`config.mk`:
```
export PLATFORM = sky130hd
export DESIGN_NAME = alu
export DESIGN_NICKNAME = d
export VERILOG_FILES = /design/src/singleCpuPkg.sv /design/src/alu.sv
export SDC_FILE = /design/constraint.sdc
export NUM_CORES = 1
export LEC_CHECK = 0
export BUFFER_PORTS_ARGS = -buffer_cell sky130_fd_sc_hd__buf_2
export CAP_MARGIN = 5
export CORE_ASPECT_RATIO = 1.25
export CORE_UTILIZATION = 27
export DETAILED_ROUTE_END_ITERATION = 10
export GPL_TIMING_DRIVEN = 0
export MAX_ROUTING_LAYER = met4
export PLACE_DENSITY_LB_ADDON = 0.05
export SLEW_MARGIN = 20
export SYNTH_ARGS = -nofsm -noshare
export SYNTH_HDL_FRONTEND = slang
export SYNTH_SLANG_ARGS = --single-unit
```
`constraint.sdc`:
```
create_clock -name vclk -period 5.1
set_input_delay 1.02 -clock vclk [all_inputs]
set_output_delay 1.02 -clock vclk [all_outputs]
set_load 0.02 [all_outputs]
```
`src/singleCpuPkg.sv`:
```
`default_nettype none

package singleCpuPkg;

    // Datapath and register file widths
    localparam int xlen        = 32;
    localparam int regAddrBits = 5;

    // Memory depths in 32-bit words
    localparam int instMemWords = 64;
    localparam int dataMemWords = 64;

    localparam logic [xlen-1:0] resetPc = '0;  // First fetch address

    // RV32I major opcodes handled by this core
    typedef enum logic [6:0] {
        opR      = 7'b0110011,  // add sub and or slt
        opImm    = 7'b0010011,  // addi
        opLoad   = 7'b0000011,  // lw
        opStore  = 7'b0100011,  // sw
        opBranch = 7'b1100011   // beq
    } opcodeT;

    // ALU operations
    typedef enum logic [2:0] {
        aluAdd = 3'd0,
        aluSub = 3'd1,
        aluAnd = 3'd2,
        aluOr  = 3'd3,
        aluSlt = 3'd4   // Signed compare
    } aluOpT;

endpackage

`default_nettype wire

```
`src/alu.sv`:
```
`timescale 1ns/1ps
`default_nettype none

module alu import singleCpuPkg::*; (
    input  wire logic [xlen-1:0] a,
    input  wire logic [xlen-1:0] b,
    input  wire aluOpT           op,
    output logic [xlen-1:0]      result,
    output logic                 zero
);

    logic lessThan;

    assign lessThan = $signed(a) < $signed(b);

    always_comb begin
        case (op)
            aluAdd:  result = a + b;
            aluSub:  result = a - b;
            aluAnd:  result = a & b;
            aluOr:   result = a | b;
            aluSlt:  result = {{(xlen-1){1'b0}}, lessThan};
            default: result = a + b;
        endcase
    end

    assign zero = (result == '0);  // beq condition

endmodule

`default_nettype wire

```
# ---- Word-level counts from Yosys, hierarchy flattened
# Index checks and enable logic that the tools add are counted.
dict set report classes {
  n_addsub 2
  n_reduce_logical 1
  n_eq_ne 4
  n_lt_le_gt_ge 1
  muxes 1
  bitwise_logic 2
}
# op count
set op_table {}
lappend op_table {{$pmux 32 s4} 1}
lappend op_table {{$add 32x32->32} 1}
lappend op_table {{$and 32x32->32} 1}
lappend op_table {{$logic_not 32->1} 1}
lappend op_table {{$lt 32x32->1} 1}
lappend op_table {{$or 32x32->32} 1}
lappend op_table {{$sub 32x32->32} 1}
lappend op_table {{$eq 3x2->1 const B} 2}
lappend op_table {{$eq 3x1->1 const B} 1}
lappend op_table {{$eq 3x3->1 const B} 1}
dict set report totals {
  reg_bits 0
  output_inout_bits 33
  in_bits 67
  elab_cells 11
}

# ---- Longest topological paths before layout
dict set report depth {
  depth_word 3
  depth_mapped 15
  ltp_nobuf 14
}

# ---- Worst setup path after synthesis
# OpenSTA, ideal clock, no wires.
dict set report synth_path {
  path_kind {in2out}
  from {input port a[2]}
  to {output port zero}
  stages 13
  setup_slack_ns -0.626
  required_time_ns 4.080
  arrival_ns 4.706
  n_path_buf 0
  cell_sequence {inv_1 ha_1 o211a_1 a211oi_2 o31ai_2 o311a_1 a211o_1 a31o_4 a221oi_2 o22ai_1 or4b_1 or4_1 nor4_2}
}
dict set report synth_via {
  elab_chain_cells 3
  elab_cells_between_ends 7
  cone_classes {add/sub (2); order compare (1); mux (1); bitwise (2); reduce/logical (1)}
}
# element line
set synth_rtl {}
lappend synth_rtl {{from (decl)} alu.sv:5} ;# input wire logic [xlen-1:0] a,
lappend synth_rtl {{$add 32x32->32 / $sub 32x32->32 (equally long branches)} {alu.sv:18, alu.sv:23, alu.sv:19}}
lappend synth_rtl {{$pmux 32 s4 *} alu.sv:17} ;# case (op)
lappend synth_rtl {{net result[27]} alu.sv:8} ;# output logic [xlen-1:0] result,
lappend synth_rtl {{$logic_not 32->1 *} alu.sv:27} ;# assign zero = (result == '0);
lappend synth_rtl {{to (decl)} alu.sv:9} ;# output logic zero
# Mark *: on every way through the listed nets, which the timed path passes. The rest lies on a longest branch.

# ---- Worst setup path after layout
dict set report layout_path {
  from {input port a[1]}
  to {output port zero}
}
dict set report layout_via {
  elab_chain_cells 3
  elab_cells_between_ends 7
  cone_classes {add/sub (2); order compare (1); mux (1); bitwise (2); reduce/logical (1)}
}
# element line
set layout_rtl {}
lappend layout_rtl {{$add 32x32->32, or another cell as far along} {alu.sv:18, alu.sv:23}}
lappend layout_rtl {{$pmux 32 s4 *} alu.sv:17}
lappend layout_rtl {{$logic_not 32->1 *} alu.sv:27}
# Every way passes the cells marked *; elsewhere a longest branch is shown, timed or not.

==> flow_summary.ini <==
[min_path]
holdCritPathClass = in2out
hp-start = a[1]
whs_endpoint = result[1]
hold-path-cell-count = 4

[placement]
place_inst = 1203
port_buffers = 99
gp_congestion = 0.874
place_hpwl_mm = 20.0

[timing]
fin_ws_ns = -0.884
period_share = 1.17
worstMarginPinSlew_ns = 0.836
setup_viol = 5
fin_setup_tns_ns = -1.41
slew_violations = 0
max-slew-margin-rel = 0.443
fin_crit_ns = 5.98
max_freq_mhz = 167
final-hold-violation-count = 0
rsz0062_at_grt = true

[run]
drv_cap = 0

[floorplanning]
coreArea_um2 = 20000
start_util = 0.274
rows = 58
ios = 100
dieArea_um2 = 20900
die_height_um = 162
fp.dieW_um = 130

[logic_synthesis]
ys_warn_count = 0
syn-instance-count = 834
synth_xor_area_frac = 0.0112
seq_area_frac_synth = 0
netlist_area_um2 = 5500
synthSimpleGateAreaFrac = 0.239
synth_cell_types = 92
synth_mux_area_frac = 0.0244
avgSynthCellArea_um2 = 6.59
synth_compound_area_frac = 0.392
synth_fa_ha_area_frac = 0.226
synth_top_family_by_area = compound AO/OA/AOI/OAI gates
syn_nets = 999

[detailed_routing]
drt_iter0_drc = 502
drt-total-wl_mm = 25.3
viasPerCell = 5.50
drc = 0
route.vias.total = 6716
ant_nets = 0
wl_per_cell_um = 20.7
dr.pass1.iters = 5

[critical_path]
critPathSlowestCell = or4b_4
crit_path_start_kind = primary input
path_delay_family = compound AO/OA/AOI/OAI gates
required_ns = 4.08
end_kind = primary output
crit_type = in2out
crit_buf_inv = 3
crit_fanout = 4
critPathArrivalTime_ns = 4.96
path_cells = buf_12 > inv_6 > ha_4 > a211o_4 > a211oi_4 > o31ai_4 > o311a_1 > a211o_1 > a31o_4 > a221oi_2 > o22ai_2 > or4b_4 > or4_4 > nor4_4 > buf_4
crit_path_max_incr_delay_ns = 0.56

[power]
power_frac_comb = 1.000
p_int_uw = 374
ir_drop_mv = 0.0879
leakagePower_uw = 0.00327
switching_power_uw = 625
p_sw_frac = 0.626
power_density_nw_per_um2 = 141
p_clk_frac = 0
seqPwrFrac = 0

[final_layout]
layout-drive-gt1-share = 0.262
syn_to_final_growth_pct = 29.2
diodes = 0
num-clock-buffers = 0
final_util = 0.354
regArea_um2 = 0
nNetsFinal = 1119
instances_no_fill = 1222
seq_cells = 0

[global_route]
grt_pass1_wl_mm = 38.4
antenna_found_initial = 0
grt_max_degree = 11
grt_pass1_vias = 6582
grt_overflow_total = 0
grtUsageTotal = 0.245

[status]
violations = negative setup slack
status = finished, violations left

[clocking]
hold_buffers = 0
==> cell usage in the layout, fill, tap and decap left out, drive strengths merged, types with 5 or more instances in the layout <==
| cell type | n |
|---|---|
| a211o | 5 |
| a211oi | 7 |
| a21o | 19 |
| a21oi | 68 |
| a221oi | 8 |
| a31oi | 12 |
| buf | 138 |
| clkbuf | 30 |
| ha | 96 |
| inv | 99 |
| mux2i | 10 |
| nand2 | 62 |
| nand2b | 17 |
| nand3 | 14 |
| nand4 | 7 |
| nor2 | 78 |
| nor2b | 18 |
| nor3 | 22 |
| nor4 | 8 |
| o211a | 5 |
| o211ai | 16 |
| o21a | 10 |
| o21ai | 57 |
| o21bai | 9 |
| o221ai | 9 |
| o22ai | 14 |
| o31ai | 15 |
| or3 | 5 |
| or4 | 5 |
| xnor2 | 5 |
==> cells in the mapped netlist (all sizes together), types with 9 or more instances <==
| library cell | count | area share |
|---|---|---|
| a31oi | 12 | 0.016 |
| clkbuf | 37 | 0.025 |
| buf | 13 | 0.014 |
| o31ai | 15 | 0.022 |
| o211ai | 16 | 0.022 |
| nand2 | 62 | 0.042 |
| o21a | 10 | 0.014 |
| a21oi | 68 | 0.062 |
| nor2 | 78 | 0.053 |
| nor2b | 18 | 0.021 |
| ha | 96 | 0.22 |
| nor3 | 22 | 0.020 |
| mux2i | 10 | 0.018 |
| nand2b | 17 | 0.019 |
| a21o | 19 | 0.028 |
| o22ai | 14 | 0.016 |
| o221ai | 9 | 0.015 |
| nand3 | 14 | 0.013 |
| o21ai | 57 | 0.054 |
| o21bai | 9 | 0.012 |
| inv | 99 | 0.068 |
==> through the flow <==
stage,setup WS (ns),hold WS (ns),power [uW],cell area [um^2]
detailed placement,-1.70,2.71,861,6340
CTS,-1.06,2.66,936,6760
global placement,-2.11,2.72,865,6340
global route,-0.947,2.68,1080,7100
finish,-0.884,2.65,999,7100
floorplan,-0.543,2.43,573,5510
==> layer usage <==
metal	track usage	vias to the layer above	part of all wire
met1	0.307	3177	0.43
li1	-	3264	-
met4	0.0872	0	0.037
met3	0.0103	46	0.046
met2	0.416	229	0.49
met5	-	-	0
==> final cells by class <==
class,count,area (um^2)
buffer,42,204
multi-input combinational,685,5420
timing repair buffer,126,749
tap,270,338
inverter,99,387
fill,2308,12900
==> cells by family after synthesis <==
group | count (synthesis)
AO/OA/AOI/OAI | 305
AND/OR/NAND/NOR | 262
buffers and inverters | 149
adder cells (fa/ha/maj) | 98
multiplexers | 13
XOR/XNOR | 7
==> worst max path at each step <==
stage	startpoint	to	slack [ns]	cells past startpoint
final	a[1]	zero	-0.88	15
after global routing	b[8]	zero	-0.95	18
after CTS	b[1]	zero	-1.06	15
after detailed placement	op[0]	zero	-1.70	12
after global placement	op[0]	zero	-2.11	12
after floorplan	a[2]	zero	-0.54	13
==> what timing repair did <==
action	CTS	global route
setup endpoints to repair	16	11
setup buffers	15	12
pin swaps	29	33
resized for setup	72	73
==> power groups by stage <==
| stage | registers [uW] | logic (uW) | clock network (uW) |
|---|---|---|---|
| floorplan | 0 | 573 | 0 |
| CTS | 0 | 936 | 0 |
| global placement | 0 | 865 | 0 |
| global route | 0 | 1080 | 0 |
| finish | 0 | 999 | 0 |
| detailed placement | 0 | 861 | 0 |
No activity file was read; power rests on OpenSTA's default activity.
