[config.mk]
export PLATFORM = sky130hd
export DESIGN_NAME = dataMem
export DESIGN_NICKNAME = d
export VERILOG_FILES = /design/src/singleCpuPkg.sv /design/src/dataMem.sv
export SDC_FILE = /design/constraint.sdc
export NUM_CORES = 2
export LEC_CHECK = 0
export ABC_AREA = 1
export BUFFER_PORTS_ARGS = -buffer_cell sky130_fd_sc_hd__buf_2
export CAP_MARGIN = 25
export CORE_MARGIN = 1
export CORE_UTILIZATION = 63
export DETAILED_ROUTE_END_ITERATION = 16
export HOLD_SLACK_MARGIN = 0.1
export PLACE_DENSITY = 0.83
export SLEW_MARGIN = 10
export SYNTH_ARGS = -nofsm -noshare
export SYNTH_HDL_FRONTEND = slang
export SYNTH_SLANG_ARGS = --single-unit
[constraint.sdc]
create_clock -name CLK -period 6.3 [get_ports CLK]
set_clock_uncertainty 0.2 [all_clocks]
set_input_delay 0.315 -clock CLK [delete_from_list [all_inputs] [get_ports CLK]]
set_output_delay 0.315 -clock CLK [all_outputs]
set_load 0.02 [all_outputs]
[src/singleCpuPkg.sv]
`default_nettype none

package singleCpuPkg;

    // Datapath and register file widths
    localparam int xlen        = 32;
    localparam int regAddrBits = 5;

    // Memory depths in 32-bit words
    localparam int instMemWords = 64;
    localparam int dataMemWords = 64;

    localparam logic [xlen-1:0] resetPc = '0;  // First fetch address

    // RV32I major opcodes handled by this core
    typedef enum logic [6:0] {
        opR      = 7'b0110011,  // add sub and or slt
        opImm    = 7'b0010011,  // addi
        opLoad   = 7'b0000011,  // lw
        opStore  = 7'b0100011,  // sw
        opBranch = 7'b1100011   // beq
    } opcodeT;

    // ALU operations
    typedef enum logic [2:0] {
        aluAdd = 3'd0,
        aluSub = 3'd1,
        aluAnd = 3'd2,
        aluOr  = 3'd3,
        aluSlt = 3'd4   // Signed compare
    } aluOpT;

endpackage

`default_nettype wire

[src/dataMem.sv]
`timescale 1ns/1ps
`default_nettype none

module dataMem import singleCpuPkg::*; (
    input  wire logic            CLK,
    input  wire logic            reset,
    input  wire logic [xlen-1:0] addr,
    input  wire logic [xlen-1:0] writeData,
    input  wire logic            writeEnable,
    input  wire logic            readEnable,
    output logic [xlen-1:0]      readData
);

    localparam int indexBits = $clog2(dataMemWords);

    logic [xlen-1:0]      mem [dataMemWords];
    logic [indexBits-1:0] index;

    assign index = addr[indexBits+1:2];  // Word index from byte address

    always_ff @(posedge CLK) begin
        if (reset) begin
            for (int i = 0; i < dataMemWords; i++) begin
                mem[i] <= '0;
            end
        end else if (writeEnable) begin
            mem[index] <= writeData;
        end
    end

    assign readData = readEnable ? mem[index] : '0;

    // Decoder raises at most one of these per instruction
    oneAccess: assert property (@(posedge CLK) disable iff (reset)
        !(readEnable && writeEnable))
        else $error("load and store in the same cycle");

endmodule

`default_nettype wire

### Word level (Yosys, flattened, before mapping)

Memory sizes are Yosys's and may differ from the RTL's.
Index checks and enable logic that the tools add are counted.

* muxes and demuxes: 9
* reductions and logical operators: 1

Operator list (number)
* 32-bit 2-to-1 mux: 2
* 32-bit OR reduction: 1
* 1-bit 2-to-1 mux: 6
* 6-bit 2-to-1 mux: 1

* bits in registers: 0
* bits in writable memories: 2048
* input port bits: 68
* logic and storage cells: 11
* memories kept: 1

Memory list
* mem: words 64, bits a word 32, rd ports 1, clocked after Yosys merged registers in 0, write ports 64, line dataMem.sv:16 `logic [xlen-1:0] mem [dataMemWords];`

### Logic depth before layout (Yosys ltp)

* depth in word-level cells: 5
* gate-level depth with buffers: 15

### Worst setup path after synthesis

No wires, ideal clock.

* path kind: input port to flip-flop
* start: input port addr[2]
* end: memory mem[1][0], enable pin
* data arrival time: 2.352 ns
* data required time: 5.711 ns
* path slack: 3.359 ns
* stages on the path: 9
* cell sequence: buf_2 -> inv_2 -> buf_2 -> buf_2 -> buf_2 -> nor3_1 -> nand2_1 -> buf_2 -> nand2_1

RTL lines
* from (decl): line dataMem.sv:7 `input wire logic [xlen-1:0] addr,`
* to (decl): line dataMem.sv:16

### Final worst setup path

* start: input port addr[2]
* end: output port readData[30]

* cells in the longest elaborated chain, start to end: 2

Ends and longest elaborated chain
* memory read 64 x 32 bit
* 32-bit 2-to-1 mux: line dataMem.sv:31 `assign readData = readEnable ? mem[index] : '0;`
* to (decl): line dataMem.sv:11 `output logic [xlen-1:0] readData`

Every way passes these cells.

==> tab_implementation.tex <==
\begin{tabular}{lr}
\hline
Metric & Value \\
\hline
\multicolumn{2}{l}{\textbf{Timing}} \\
\quad Worst setup margin & 1.67 ns \\
\quad Accumulated negative setup slack & 0 ns \\
\quad Achievable Freq & 216 MHz \\
\quad WHS & 0.0843 ns \\
\quad Unrepaired setup endpoints after global routing & false \\
\quad Min Clock Period, post-route & 4.63 ns \\
\quad Slew at the pin closest to its max-slew limit & 1.17 ns \\
\quad Rel. slew slack & 0.220 \\
\quad Fin crit share & 0.735 \\
\quad Final setup violation count & 0 \\
\quad Count of final hold-check violations & 0 \\
\quad Final count of pins violating max slew & 0 \\
\multicolumn{2}{l}{\textbf{Setup path}} \\
\quad Worst endpoint data arrival time & 4.11 ns \\
\quad Critical path capture point type & primary output \\
\quad Critical Path RT & 5.78 ns \\
\quad Start-to-end type of the worst setup path & input pin to primary output \\
\quad Critical path cell sequence & buf\_8 -> inv\_8 -> buf\_4 -> nand2\_1 -> nand2\_1 -> nand2\_1 -> nand2\_1 -> nand2\_1 -> nand2\_1 -> nand2\_1 -> nand2\_1 -> nor2\_1 -> a21oi\_1 -> buf\_2 \\
\quad Critical path peak fanout & 127 \\
\quad Max stage delay on crit path & 0.73 ns \\
\quad Critical path buffers and inverters & 4 \\
\quad Most frequent cell on the critical path & sky130\_fd\_sc\_hd\_\_nand2\_1 \\
\quad Crit path launch type & input pin \\
\quad Cell type of the slowest stage on the worst timing path & sky130\_fd\_sc\_hd\_\_buf\_4 \\
\quad Family with the most delay on the worst path & buffers and inverters \\
\multicolumn{2}{l}{\textbf{Die}} \\
\quad Boundary Pins & 100 \\
\quad Starting density of the core & 0.635 \\
\quad Core footprint & 150000 µm² \\
\quad Die Y & 391 µm \\
\quad Cell row count & 142 \\
\quad Area of the die & 153000 µm² \\
\quad Die span in x & 391 µm \\
\multicolumn{2}{l}{\textbf{Cells and area}} \\
\quad Net count, final & 10700 \\
\quad Largest registers & mem x2048 \\
\quad Synthesis-to-layout area growth & 8.39\% \\
\quad Number of flip-flops under the largest register name & 2048 \\
\quad Share of cells above drive strength 1 & 0.0569 \\
\quad Most flops, register & mem \\
\multicolumn{2}{l}{\textbf{Detailed routing}} \\
\quad Violation count after the first detailed-routing iteration & 12000 \\
\quad Router iterations before antenna repair & 9 \\
\quad Detailed-route wire length per cell & 21.9 µm \\
\quad DRC Markers & 0 \\
\quad Wire length after detailed routing & 280000 µm \\
\quad Post-DRT Antenna Nets & 0 \\
\quad Detailed-route via count & 75600 \\
\quad Vias per cell & 5.90 \\
\multicolumn{2}{l}{\textbf{Clock network}} \\
\quad CTS tree & done \\
\quad Resize count post-CTS & 0 \\
\quad Cts bufs inserted & 197 \\
\quad Worst-case clock buffer depth & 3 \\
\quad Clock Sinks & 2048 \\
\quad Number of H-tree levels & 4 \\
\quad Register clock-pin slew on the reported worst setup and hold paths & 0.06 ns \\
\quad Clock Root Buffer & sky130\_fd\_sc\_hd\_\_clkbuf\_16 \\
\multicolumn{2}{l}{\textbf{Synth}} \\
\quad Share of Yosys cell area claimed by the top area cell type & 0.646 \\
\quad Count of synthesis-stage warnings from yosys & 0 \\
\quad Mean Syn Cell Area & 8.70 µm² \\
\quad Distinct cells, synth & 19 \\
\quad Post-synthesis cell count & 10900 \\
\quad Fraction of the yosys area taken by sequential cells & 0.646 \\
\quad Most area-consuming cells after synthesis & sky130\_fd\_sc\_hd\_\_edfxtp\_1 65\%, sky130\_fd\_sc\_hd\_\_nand2\_1 23\%, sky130\_fd\_sc\_hd\_\_nor2\_1 8.4\% \\
\quad Post-synthesis register bit count & 2048 \\
\quad Cell taking the most area after synthesis & sky130\_fd\_sc\_hd\_\_edfxtp\_1 \\
\quad Synthesized cell area & 95300 µm² \\
\quad Synthesized netlist net count & 11000 \\
\multicolumn{2}{l}{\textbf{Power}} \\
\quad Leakage power figure & 45.9 nW \\
\quad Clock network fraction of design power & 0.383 \\
\quad Switching Share & 0.245 \\
\quad Total net switching power & 0.00737 W \\
\quad Reg power frac & 0.527 \\
\quad Internal & 0.0227 W \\
\quad Proportion of power drawn by combinational gates & 0.090 \\
\quad Power per Cell Area & 291 nW/µm² \\
\quad Worst ir drop on vdd & 0.000317 V \\
\multicolumn{2}{l}{\textbf{Placement}} \\
\quad Pre-CTS setup slack & 1.84 ns \\
\quad Detailed Place HPWL & 152000 µm \\
\quad Routability congestion estimate & 0.903 \\
\quad Number of buffers added on ports & 73 \\
\multicolumn{2}{l}{\textbf{GRT}} \\
\quad Maximum number of pins on one net before global-route repair & 201 \\
\quad Leftover overflow at the end of global routing & 0 \\
\quad Vias in the first global route & 72500 \\
\quad Initial antenna violation count & 11 \\
\quad Global routing usage summed across all routing layers & 0.366 \\
\quad Wire length of the first global-routing pass & 419000 µm \\
\multicolumn{2}{l}{\textbf{Hold path}} \\
\quad Hold Crit Class & input pin to flip-flop \\
\multicolumn{2}{l}{\textbf{Status}} \\
\quad Result of the run & completed \\
\multicolumn{2}{l}{\textbf{Flow run}} \\
\quad Number of maximum-capacitance constraint violations & 0 \\
\hline
\end{tabular}
[cell families (layout without fill, tap and decap cells)]
group | Yosys count | count (layout) | share of synthesized area
other | 0 | 1 | 0
buffers and inverters | 878 | 719 | 0.0364
AND/OR/NAND/NOR | 7973 | 7973 | 0.315
AO/OA/AOI/OAI | 49 | 49 | 0.00278
flip-flops | 2048 | 2048 | 0.646
[routing by layer]
| layer | global-route usage | part of all wire |
|---|---|---|
| met4 | 0.216 | 0.063 |
| met5 | 0 | 0.00042 |
| met2 | 0.564 | 0.45 |
| met3 | 0.101 | 0.16 |
| met1 | 0.467 | 0.33 |
[Yosys cell counts (all sizes together)]
| library cell | count |
|---|---|
| buf | 180 |
| nor4 | 6 |
| nand4 | 1 |
| edfxtp | 2048 |
| nand3 | 8 |
| nor3 | 12 |
| a21oi | 32 |
| inv | 54 |
| nand2 | 5816 |
| o211ai | 8 |
| nor2 | 2127 |
| o21ai | 9 |
| clkbuf | 644 |
| or2 | 3 |
[power by group through the flow]
stage | Combinational, W | Sequential (W) | Clock, W
4_1_cts | 0.00263 | 0.0159 | 0.0115
2_1_floorplan | 0.00167 | 0.0161 | 0
3_3_place_gp | 0.00252 | 0.0161 | 0
5_1_grt | 0.00292 | 0.0159 | 0.0120
6_report | 0.00272 | 0.0159 | 0.0115
3_5_place_dp | 0.00259 | 0.0161 | 0
[timing repair]
item / 4_1_cts / 5_1_grt
buffers inserted: 0 / 0
endpoints found under the hold margin: 174 / 0
hold buffers: 15 / 0
[final cells by class]
cell class | count | area, µm²
flip-flops and latches | 2048 | 61500
fillers | 10800 | 46700
multi-input cells | 8022 | 30300
clock buffers | 242 | 5120
well taps | 2016 | 2520
repair buffers | 309 | 2480
clock inverters | 114 | 1040
inverters | 54 | 259
diodes | 1 | 2.50
[stage by stage]
step,total power [W],cell area (µm²),std cells,utilization
after floorplan,0.0178,95300,10900,-
after global placement,0.0186,96800,12400,0.645
after detailed placement,0.0187,96900,12400,0.646
after CTS,0.0300,103000,12800,0.689
after global routing,0.0308,103000,12800,0.689
final,0.0301,103000,12800,0.689
[layout by cell type (no fill, tap or decap), drive strengths merged]
master	Yosys	layout
nor2	2127	2127
dlygate4sd3	0	15
nor3	12	12
clkbuf	644	242
inv	54	33
diode	0	1
nand2	5816	5816
or2	3	3
clkinv	0	115
edfxtp	2048	2048
o211ai	8	8
a21oi	32	32
clkinvlp	0	3
buf	180	294
nand4	1	1
nand3	8	8
bufinv	0	17
nor4	6	6
o21ai	9	9
[worst paths after layout]
path	from	to	slack, ns	cells past startpoint
setup / recovery	addr[2]	readData[30]	1.67	14
hold / removal	writeData[21]	mem[53][21]	0.08	4
Note: power is estimated with default switching activity, not from simulation.
