--- config.mk ---
export PLATFORM = sky130hd
export DESIGN_NAME = programCounter
export DESIGN_NICKNAME = d
export VERILOG_FILES = /design/src/singleCpuPkg.sv /design/src/programCounter.sv
export SDC_FILE = /design/constraint.sdc
export NUM_CORES = 1
export LEC_CHECK = 0
export ABC_AREA = 1
export BUFFER_PORTS_ARGS = -buffer_cell sky130_fd_sc_hd__buf_4
export CAP_MARGIN = 20
export CELL_PAD_IN_SITES_DETAIL_PLACEMENT = 0
export CELL_PAD_IN_SITES_GLOBAL_PLACEMENT = 1
export CORE_MARGIN = 2
export CORE_UTILIZATION = 42
export CTS_CLUSTER_DIAMETER = 200
export DETAILED_ROUTE_END_ITERATION = 10
export PLACE_DENSITY_LB_ADDON = 0.15
export SETUP_SLACK_MARGIN = 0.1
export SLEW_MARGIN = 40
export SYNTH_ARGS = -nofsm -noshare
export SYNTH_HDL_FRONTEND = slang
export SYNTH_SLANG_ARGS = --single-unit
export TNS_END_PERCENT = 5
--- constraint.sdc ---
create_clock -name CLK -period 3.1 [get_ports CLK]
set_input_delay 0.62 -clock CLK [delete_from_list [all_inputs] [get_ports CLK]]
set_output_delay 0.62 -clock CLK [all_outputs]
set_load 0.01 [all_outputs]
--- src/singleCpuPkg.sv ---
`default_nettype none

package singleCpuPkg;

    // Datapath and register file widths
    localparam int xlen        = 32;
    localparam int regAddrBits = 5;

    // Memory depths in 32-bit words
    localparam int instMemWords = 64;
    localparam int dataMemWords = 64;

    localparam logic [xlen-1:0] resetPc = '0;  // First fetch address

    // RV32I major opcodes handled by this core
    typedef enum logic [6:0] {
        opR      = 7'b0110011,  // add sub and or slt
        opImm    = 7'b0010011,  // addi
        opLoad   = 7'b0000011,  // lw
        opStore  = 7'b0100011,  // sw
        opBranch = 7'b1100011   // beq
    } opcodeT;

    // ALU operations
    typedef enum logic [2:0] {
        aluAdd = 3'd0,
        aluSub = 3'd1,
        aluAnd = 3'd2,
        aluOr  = 3'd3,
        aluSlt = 3'd4   // Signed compare
    } aluOpT;

endpackage

`default_nettype wire

--- src/programCounter.sv ---
`timescale 1ns/1ps
`default_nettype none

module programCounter import singleCpuPkg::*; (
    input  wire logic            CLK,
    input  wire logic            reset,
    input  wire logic            branch,
    input  wire logic            zero,
    input  wire logic [xlen-1:0] imm,
    output logic [xlen-1:0]      pc
);

    logic [xlen-1:0] pcPlus4;
    logic [xlen-1:0] branchTarget;
    logic [xlen-1:0] nextPc;
    logic            takeBranch;

    assign pcPlus4      = pc + xlen'(4);
    assign branchTarget = pc + imm;  // B immediate already has bit 0 clear
    assign takeBranch   = branch & zero;
    assign nextPc       = takeBranch ? branchTarget : pcPlus4;

    always_ff @(posedge CLK) begin
        if (reset) begin
            pc <= resetPc;
        end else begin
            pc <= nextPc;
        end
    end

    // A misaligned target would come from a bad immediate
    pcAligned: assert property (@(posedge CLK) disable iff (reset) pc[1:0] == 2'b00)
        else $error("pc not word aligned: %h", pc);

endmodule

`default_nettype wire

==> After elaboration in Yosys (flattened, before gate mapping) <==
Cells that the tools add are included.
{ "word_totals": {"reg_bits": 32, "input_bits": 36, "out_inout_bits": 32, "elab_cells": 5} }
{ "classes": {"add_sub_neg": 2, "mux": 1, "bitwise_logic": 1} }
{ "op_table": {"columns": ["operator", "n"], "rows": [
  ["$add 32x3->32 const B", 1],
  ["$add 32x32->32", 1],
  ["$mux 32", 1],
  ["$and 1x1->1", 1]
]} }

==> Depth between registers and ports, before layout <==
Gate-level depths: netlist of run 1.
{ "logic_depth": {"word_depth": 2, "mapped_depth": 15, "ltp_nobuf": 15} }

==> Worst setup path before layout of run 1 <==
Ideal clock, no wire load.
{ "synth_timing": {"path_kind": "in2reg", "start": "input imm[2]", "end": "register pc[31]", "setup_time_ns": 0.109, "arrival_time_ns": 1.952, "required_ns": 2.991, "path_slack_ns": 1.039, "path_stages": 13, "path_buffers": 0, "cell_sequence": "ha_1 -> or2_1 -> and2_1 -> nand2_1 -> nand2_1 -> nand2_1 -> nand2_1 -> nand2_1 -> nand2_1 -> nand2_1 -> nand3_1 -> nand2_1 -> inv_1"} }
{ "synth_between": {"elab_chain_cells": 2} }
{ "synth_lines": {"columns": ["element", "line", "text"], "rows": [
  ["start, declared", "programCounter.sv:9", "input wire logic [xlen-1:0] imm,"],
  ["$add 32x32->32", "programCounter.sv:19", "assign branchTarget = pc + imm;"],
  ["$mux 32", "programCounter.sv:21", "assign nextPc = takeBranch ? branchTarget : pcPlus4;"],
  ["end signal, assigned", "programCounter.sv:25", "pc <= resetPc;"],
  ["end signal, assigned", "programCounter.sv:27", "pc <= nextPc;"],
  ["end, declared", "programCounter.sv:10", "output logic [xlen-1:0] pc"]
]} }
Every way passes these cells.
A chain may end at the register's enable or synchronous reset.

==> Worst setup path in the final report of run 1 <==
{ "layout_timing": {"start": "input imm[0]", "end": "register pc[8]"} }
Same word-level chain as after synthesis.

==> impl_metrics.tcl, run 1 <==
set metrics [dict create \
    antenna_found_initial 0 \
    cpPeakStageDelay_ns 0.45 \
    place_congestion 0.920 \
    drt_wl_total_um 15200 \
    remaining_drc_errors 0 \
    routedWlPerCell_um 15.5 \
    yosysWarnings 0 \
    multi_input_area_mm2 0.00300 \
    core.rowCount 36 \
    largest_reg_flops 32 \
    post-cts-setup-buffer-count 0 \
    ys_ff_latch 32 \
    pwr_density_cell_mw_per_mm2 326 \
    dpl_cell_area_mm2 0.00486 \
    path_clk_slew_ns 0.09 \
    seqCellArea_um2 641 \
    worstPathMaxFanout 4 \
    num_io_pins 68 \
    required_ns 3.34 \
    syn_inst 782 \
    fp.dieW_um 104 \
    vias 5111 \
    cp_common_cell "nor2_1" \
    final_util_pct 50.9 \
    cts_resized 0 \
    rsz0062_at_grt "no" \
    hold_path.class "register to register" \
    drive_gt1_share_pct 11.2 \
    viasPerCell 5.20 \
    hold_violations 0 \
    max_slew_margin_pct 56.8 \
    yosys-top-cells-area "nand2_1 25%, dfxtp_1 15%, inv_1 13%" \
    n_antenna_cell 0 \
    grt_pass1_wl_um 23800 \
    yosysTopAreaCellShare_pct 25.0 \
    clk_latency_ns 0.30 \
    fillCellCount 1125 \
    first_pass_iters 7 \
    grt_pass1_vias 4644 \
    coreArea_mm2 0.00977 \
    critPathTopFamily "adder cells" \
    report.final.slew_viol_count 0 \
    setup_viol 0 \
    worst-setup-path-type "input pin to register" \
    leakage_nw 2.80 \
    syn_nets 851 \
    fin_cells 983 \
    critPathLaunchType "input pin" \
    period_minus_slack_ns 2.34 \
    ys_seq_area_share_pct 15.2 \
    ir_worst_vdd_mv 0.173 \
    cp.arrival_ns 2.59 \
    cts_hold_buf 0 \
    yosysTopAreaCell "nand2_1" \
    status "finished clean" \
    hpwlAfterDp_um 12500 \
    netlist_area_mm2 0.00422 \
    port_buffers 67 \
    initial_core_util_pct 43.1 \
    final_cell_area_mm2 0.00498 \
    mostFrequentLayoutCells "281 x nand2_1, 142 x inv_1, 76 x nor2_1" \
    track_usage_pct 27.8 \
    clock-skew-final_ns 0.0106 \
    first_iter_violations 353 \
    final_common_cell "nand2_1" \
    worstMarginPinSlew_ns 0.647 \
    cp_slowest_cell "fa_1" \
    reg.largest.list "pc: 32 flops" \
    ys_types 39 \
    ant_nets 0 \
    cts_htree_levels 2 \
    cp_num_buf_inv 4 \
    cts_tree "built" \
    grt-ovfl-total 0 \
    maxCapViolCount 0 \
    dp.cells 975 \
    setup_tns_ns 0 \
    fin_crit_sh_pct 75.6 \
    syn_area_per_cell_um2 5.39 \
    clock_sinks 32 \
    die-area_mm2 0.0109 \
    cts-root-buf "clkbuf_8" \
    grt_max_degree 39 \
    numCtsBuffers 5 \
    die_height_um 104 \
    area_delta_synth_final_pct 18.0 \
    regMostFlops "pc" \
    max_freq_ghz 0.427 \
    layout.nets 918 \
    crit_chain "buf_4, ha_1, inv_1, fa_1, nor2_1, nor2_1, nor2_1, nor2_1, inv_1, o21ai_0, a21oi_1, o21ai_0, inv_1" \
    clockBufferDepth 2 \
    end_kind "register" \
]
## where the power goes
| group | switching [mW] | total, mW | leakage, nW | internal (mW) |
|---|---|---|---|---|
| logic | 0.408 | 0.659 | 2.49 | 0.251 |
| clock network | 0.199 | 0.442 | 0.0548 | 0.243 |
| registers | 0.0776 | 0.522 | 0.263 | 0.444 |
## cells in the mapped netlist
cell,count
nor4_1,4
nand4_1,16
or2_0,2
nand3b_1,3
or2_4,1
nor2_2,3
o21ai_1,1
or2_1,1
a31oi_1,2
xnor2_1,6
o211ai_1,2
nor4_2,1
a21boi_0,1
nand3_1,61
ha_1,32
nor3_2,1
o21ai_0,17
buf_2,1
dfxtp_1,32
nand2_1,281
clkbuf_4,1
o311ai_0,1
nor3_4,1
nand2_2,3
nor3_1,11
and2_1,2
nor2_1,76
o21a_1,2
xor2_1,13
o21bai_1,4
fa_1,1
or2_2,4
clkinv_1,1
a21oi_2,1
clkbuf_1,6
a21oi_1,41
nand3_2,3
buf_1,1
inv_1,142
## worst min-delay path: stages (launching register included)
cell and delay (ns):
dfxtp_1 0.34, nor2_1 0.11, nor2_1 0.05
## cells by family (layout without fill, tap and decap cells)
| family | after synthesis | after routing | share of synthesized area, % |
|---|---|---|---|
| AND/OR/NAND/NOR | 474 | 474 | 47.9 |
| buffers and inverters | 152 | 220 | 13.7 |
| adder cells (fa/ha/maj) | 33 | 33 | 9.97 |
| XOR/XNOR | 19 | 19 | 3.95 |
| flip-flops | 32 | 32 | 15.2 |
| AO/OA/AOI/OAI | 72 | 72 | 9.32 |
## path summary, 6_finish.rpt
check | start | to | slack [ns] | cells after the start
min reg2reg | pc[0] | pc[0] | 0.53 | 2
min | pc[0] | pc[0] | 0.53 | 2
max | imm[0] | pc[8] | 0.76 | 13
max reg2reg | pc[0] | pc[8] | 0.77 | 12
## cell type report
cell class,instances,area share (%)
Timing Repair Buffer,69,10.4
Sequential cell,32,12.9
Multi-Input combinational cell,598,60.3
Clock buffer,5,1.38
Inverter,143,10.8
Tap cell,133,3.34
Clock inverter,3,0.930
## layer usage
layer | wire length (µm) | global-route usage [%] | share of wire, %
met5 | 0 | 0 | 0
met3 | 1590 | 4.64 | 10
met4 | 147 | 4.25 | 0.97
met2 | 6410 | 42.0 | 42
met1 | 7050 | 42.0 | 46
## per-stage QoR
step | hold slack [ns] | setup WS (ns) | power [mW]
floorplan | 0.525 | 1.04 | 0.930
global placement | 0.499 | 0.508 | 1.17
detailed placement | 0.520 | 0.498 | 1.17
global route | 0.562 | 0.626 | 1.73
CTS | 0.536 | 0.807 | 1.62
finish | 0.531 | 0.757 | 1.62
No activity file was read; power rests on OpenSTA's default activity.
==> inputs of run 2 (changes only) <==
- CORE_UTILIZATION: 42 -> 39
- clock period: 3.1 -> 2.2 ns (I/O delays scaled with it)
==> run 2 against run 1 <==
  * Worst hold slack worse by 0.067 ns
  * Routed wire length up 3.9%
  * Sequential share of layout area down 0.98 points
  * Clock power up 53%
  * Flip-flop and latch count unchanged
  * Non-clock buffer count up 48
  * Largest cell class unchanged
  * Register-to-register slack worse by 0.59 ns
  * Highest routed layer unchanged
  * Critical path type is now register to register
==> impl_metrics.tcl, run 2 (same netlist as run 1, synthesis figures left out) <==
set metrics [dict create \
    status "finished clean" \
    hpwlAfterDp_um 13100 \
    ant_nets 0 \
    routedWlPerCell_um 15.3 \
    final_common_cell "nand2_1" \
    grt_pass1_wl_um 24600 \
    clk_latency_ns 0.30 \
    report.final.slew_viol_count 0 \
    cpPeakStageDelay_ns 0.39 \
    reg2reg_slack_ns 0.18 \
    cts-root-buf "clkbuf_8" \
    cts_tree "built" \
    maxCapViolCount 0 \
    period_minus_slack_ns 2.02 \
    coreArea_mm2 0.0104 \
    end_kind "register" \
    num_io_pins 68 \
    dpl_cell_area_mm2 0.00524 \
    cp_num_buf_inv 0 \
    drive_gt1_share_pct 17.8 \
    clock_sinks 32 \
    fillCellCount 1148 \
    mostFrequentLayoutCells "277 x nand2_1, 142 x inv_1, 116 x buf_4" \
    first_iter_violations 395 \
    rsz0062_at_grt "yes" \
    layout.nets 966 \
    hold_path.class "input pin to register" \
    place_congestion 0.955 \
    cts_resized 0 \
    cp.arrival_ns 2.19 \
    max_freq_ghz 0.496 \
    leakage_nw 3.07 \
    crit_chain "ha_1, nand3_2, nor2_2, nand2_2, nor3_4, a21boi_0, o21ai_1, a21oi_1" \
    first_pass_iters 5 \
    drt_wl_total_um 15800 \
    post-cts-setup-buffer-count 0 \
    path_clk_slew_ns 0.09 \
    largest_reg_flops 32 \
    reg.largest.list "pc: 32 flops" \
    clock-skew-final_ns 0.00716 \
    critPathLaunchType "register" \
    vias 5206 \
    initial_core_util_pct 40.5 \
    worst-setup-path-type "register to register" \
    worstPathMaxFanout 6 \
    power_mw 2.46 \
    n_antenna_cell 0 \
    grt-ovfl-total 0 \
    hold_violations 0 \
    pwr_density_cell_mw_per_mm2 455 \
    worstMarginPinSlew_ns 0.462 \
    fin_ws_ns 0.183 \
    clockBufferDepth 2 \
    place_ws_ns -0.0808 \
    fp.dieW_um 108 \
    grt_pass1_vias 4736 \
    remaining_drc_errors 0 \
    die_height_um 108 \
    max_slew_margin_pct 69.0 \
    grt_max_degree 32 \
    regMostFlops "pc" \
    cp_slowest_cell "dfxtp_2" \
    viasPerCell 5.03 \
    core.rowCount 37 \
    setup_viol 0 \
    area_delta_synth_final_pct 28.3 \
    antenna_found_initial 0 \
    required_ns 2.38 \
    final_util_pct 51.9 \
    cts_hold_buf 0 \
    critPathTopFamily "simple AND/OR/NAND/NOR gates" \
    port_buffers 67 \
    track_usage_pct 27.5 \
    die-area_mm2 0.0117 \
    numCtsBuffers 5 \
    cts_htree_levels 2 \
    final_cell_area_mm2 0.00541 \
    fin_crit_sh_pct 91.7 \
    ir_worst_vdd_mv 0.284 \
]
==> run 2: per-stage QoR <==
step                hold slack [ns]  TNS [ns]  instances
detailed placement            0.508    -0.194       1026
floorplan                     0.509         0        782
global placement              0.498    -0.103       1026
global route                  0.467         0       1034
CTS                           0.459         0       1034
finish                        0.464         0       1034
==> run 2: where the power goes <==
part | internal (mW) | total, mW | switching [mW]
Sequential | 0.627 | 0.679 | 0.0520
Combinational | 0.445 | 1.10 | 0.660
Clock | 0.401 | 0.678 | 0.277
==> run 2: worst paths after layout <==
path	startpoint	endpoint	depth (start not counted)
worst max-delay path	pc[3]	pc[30]	8
worst min-delay path	reset	pc[21]	2
worst max register to register	pc[3]	pc[30]	8
worst min register to register	pc[0]	pc[0]	2
==> run 2: layout make-up <==
| class | instances | area (µm²) | area share (%) |
|---|---|---|---|
| Inverter | 143 | 537 | 9.92 |
| Multi-Input combinational cell | 598 | 3040 | 56.2 |
| Sequential cell | 32 | 643 | 11.9 |
| Clock inverter | 1 | 30.0 | 0.555 |
| Tap cell | 136 | 170 | 3.15 |
| Clock buffer | 7 | 96.3 | 1.78 |
| Timing Repair Buffer | 117 | 891 | 16.5 |
==> run 2: per-layer routing <==
metal / global-route usage (%) / vias to the layer above / share of wire (%)
met5: 0 / - / 0
met4: 4.85 / 0 / 1.2
met1: 41.9 / 2336 / 49
li1: - / 2677 / -
met3: 3.92 / 19 / 7.4
met2: 41.3 / 174 / 42
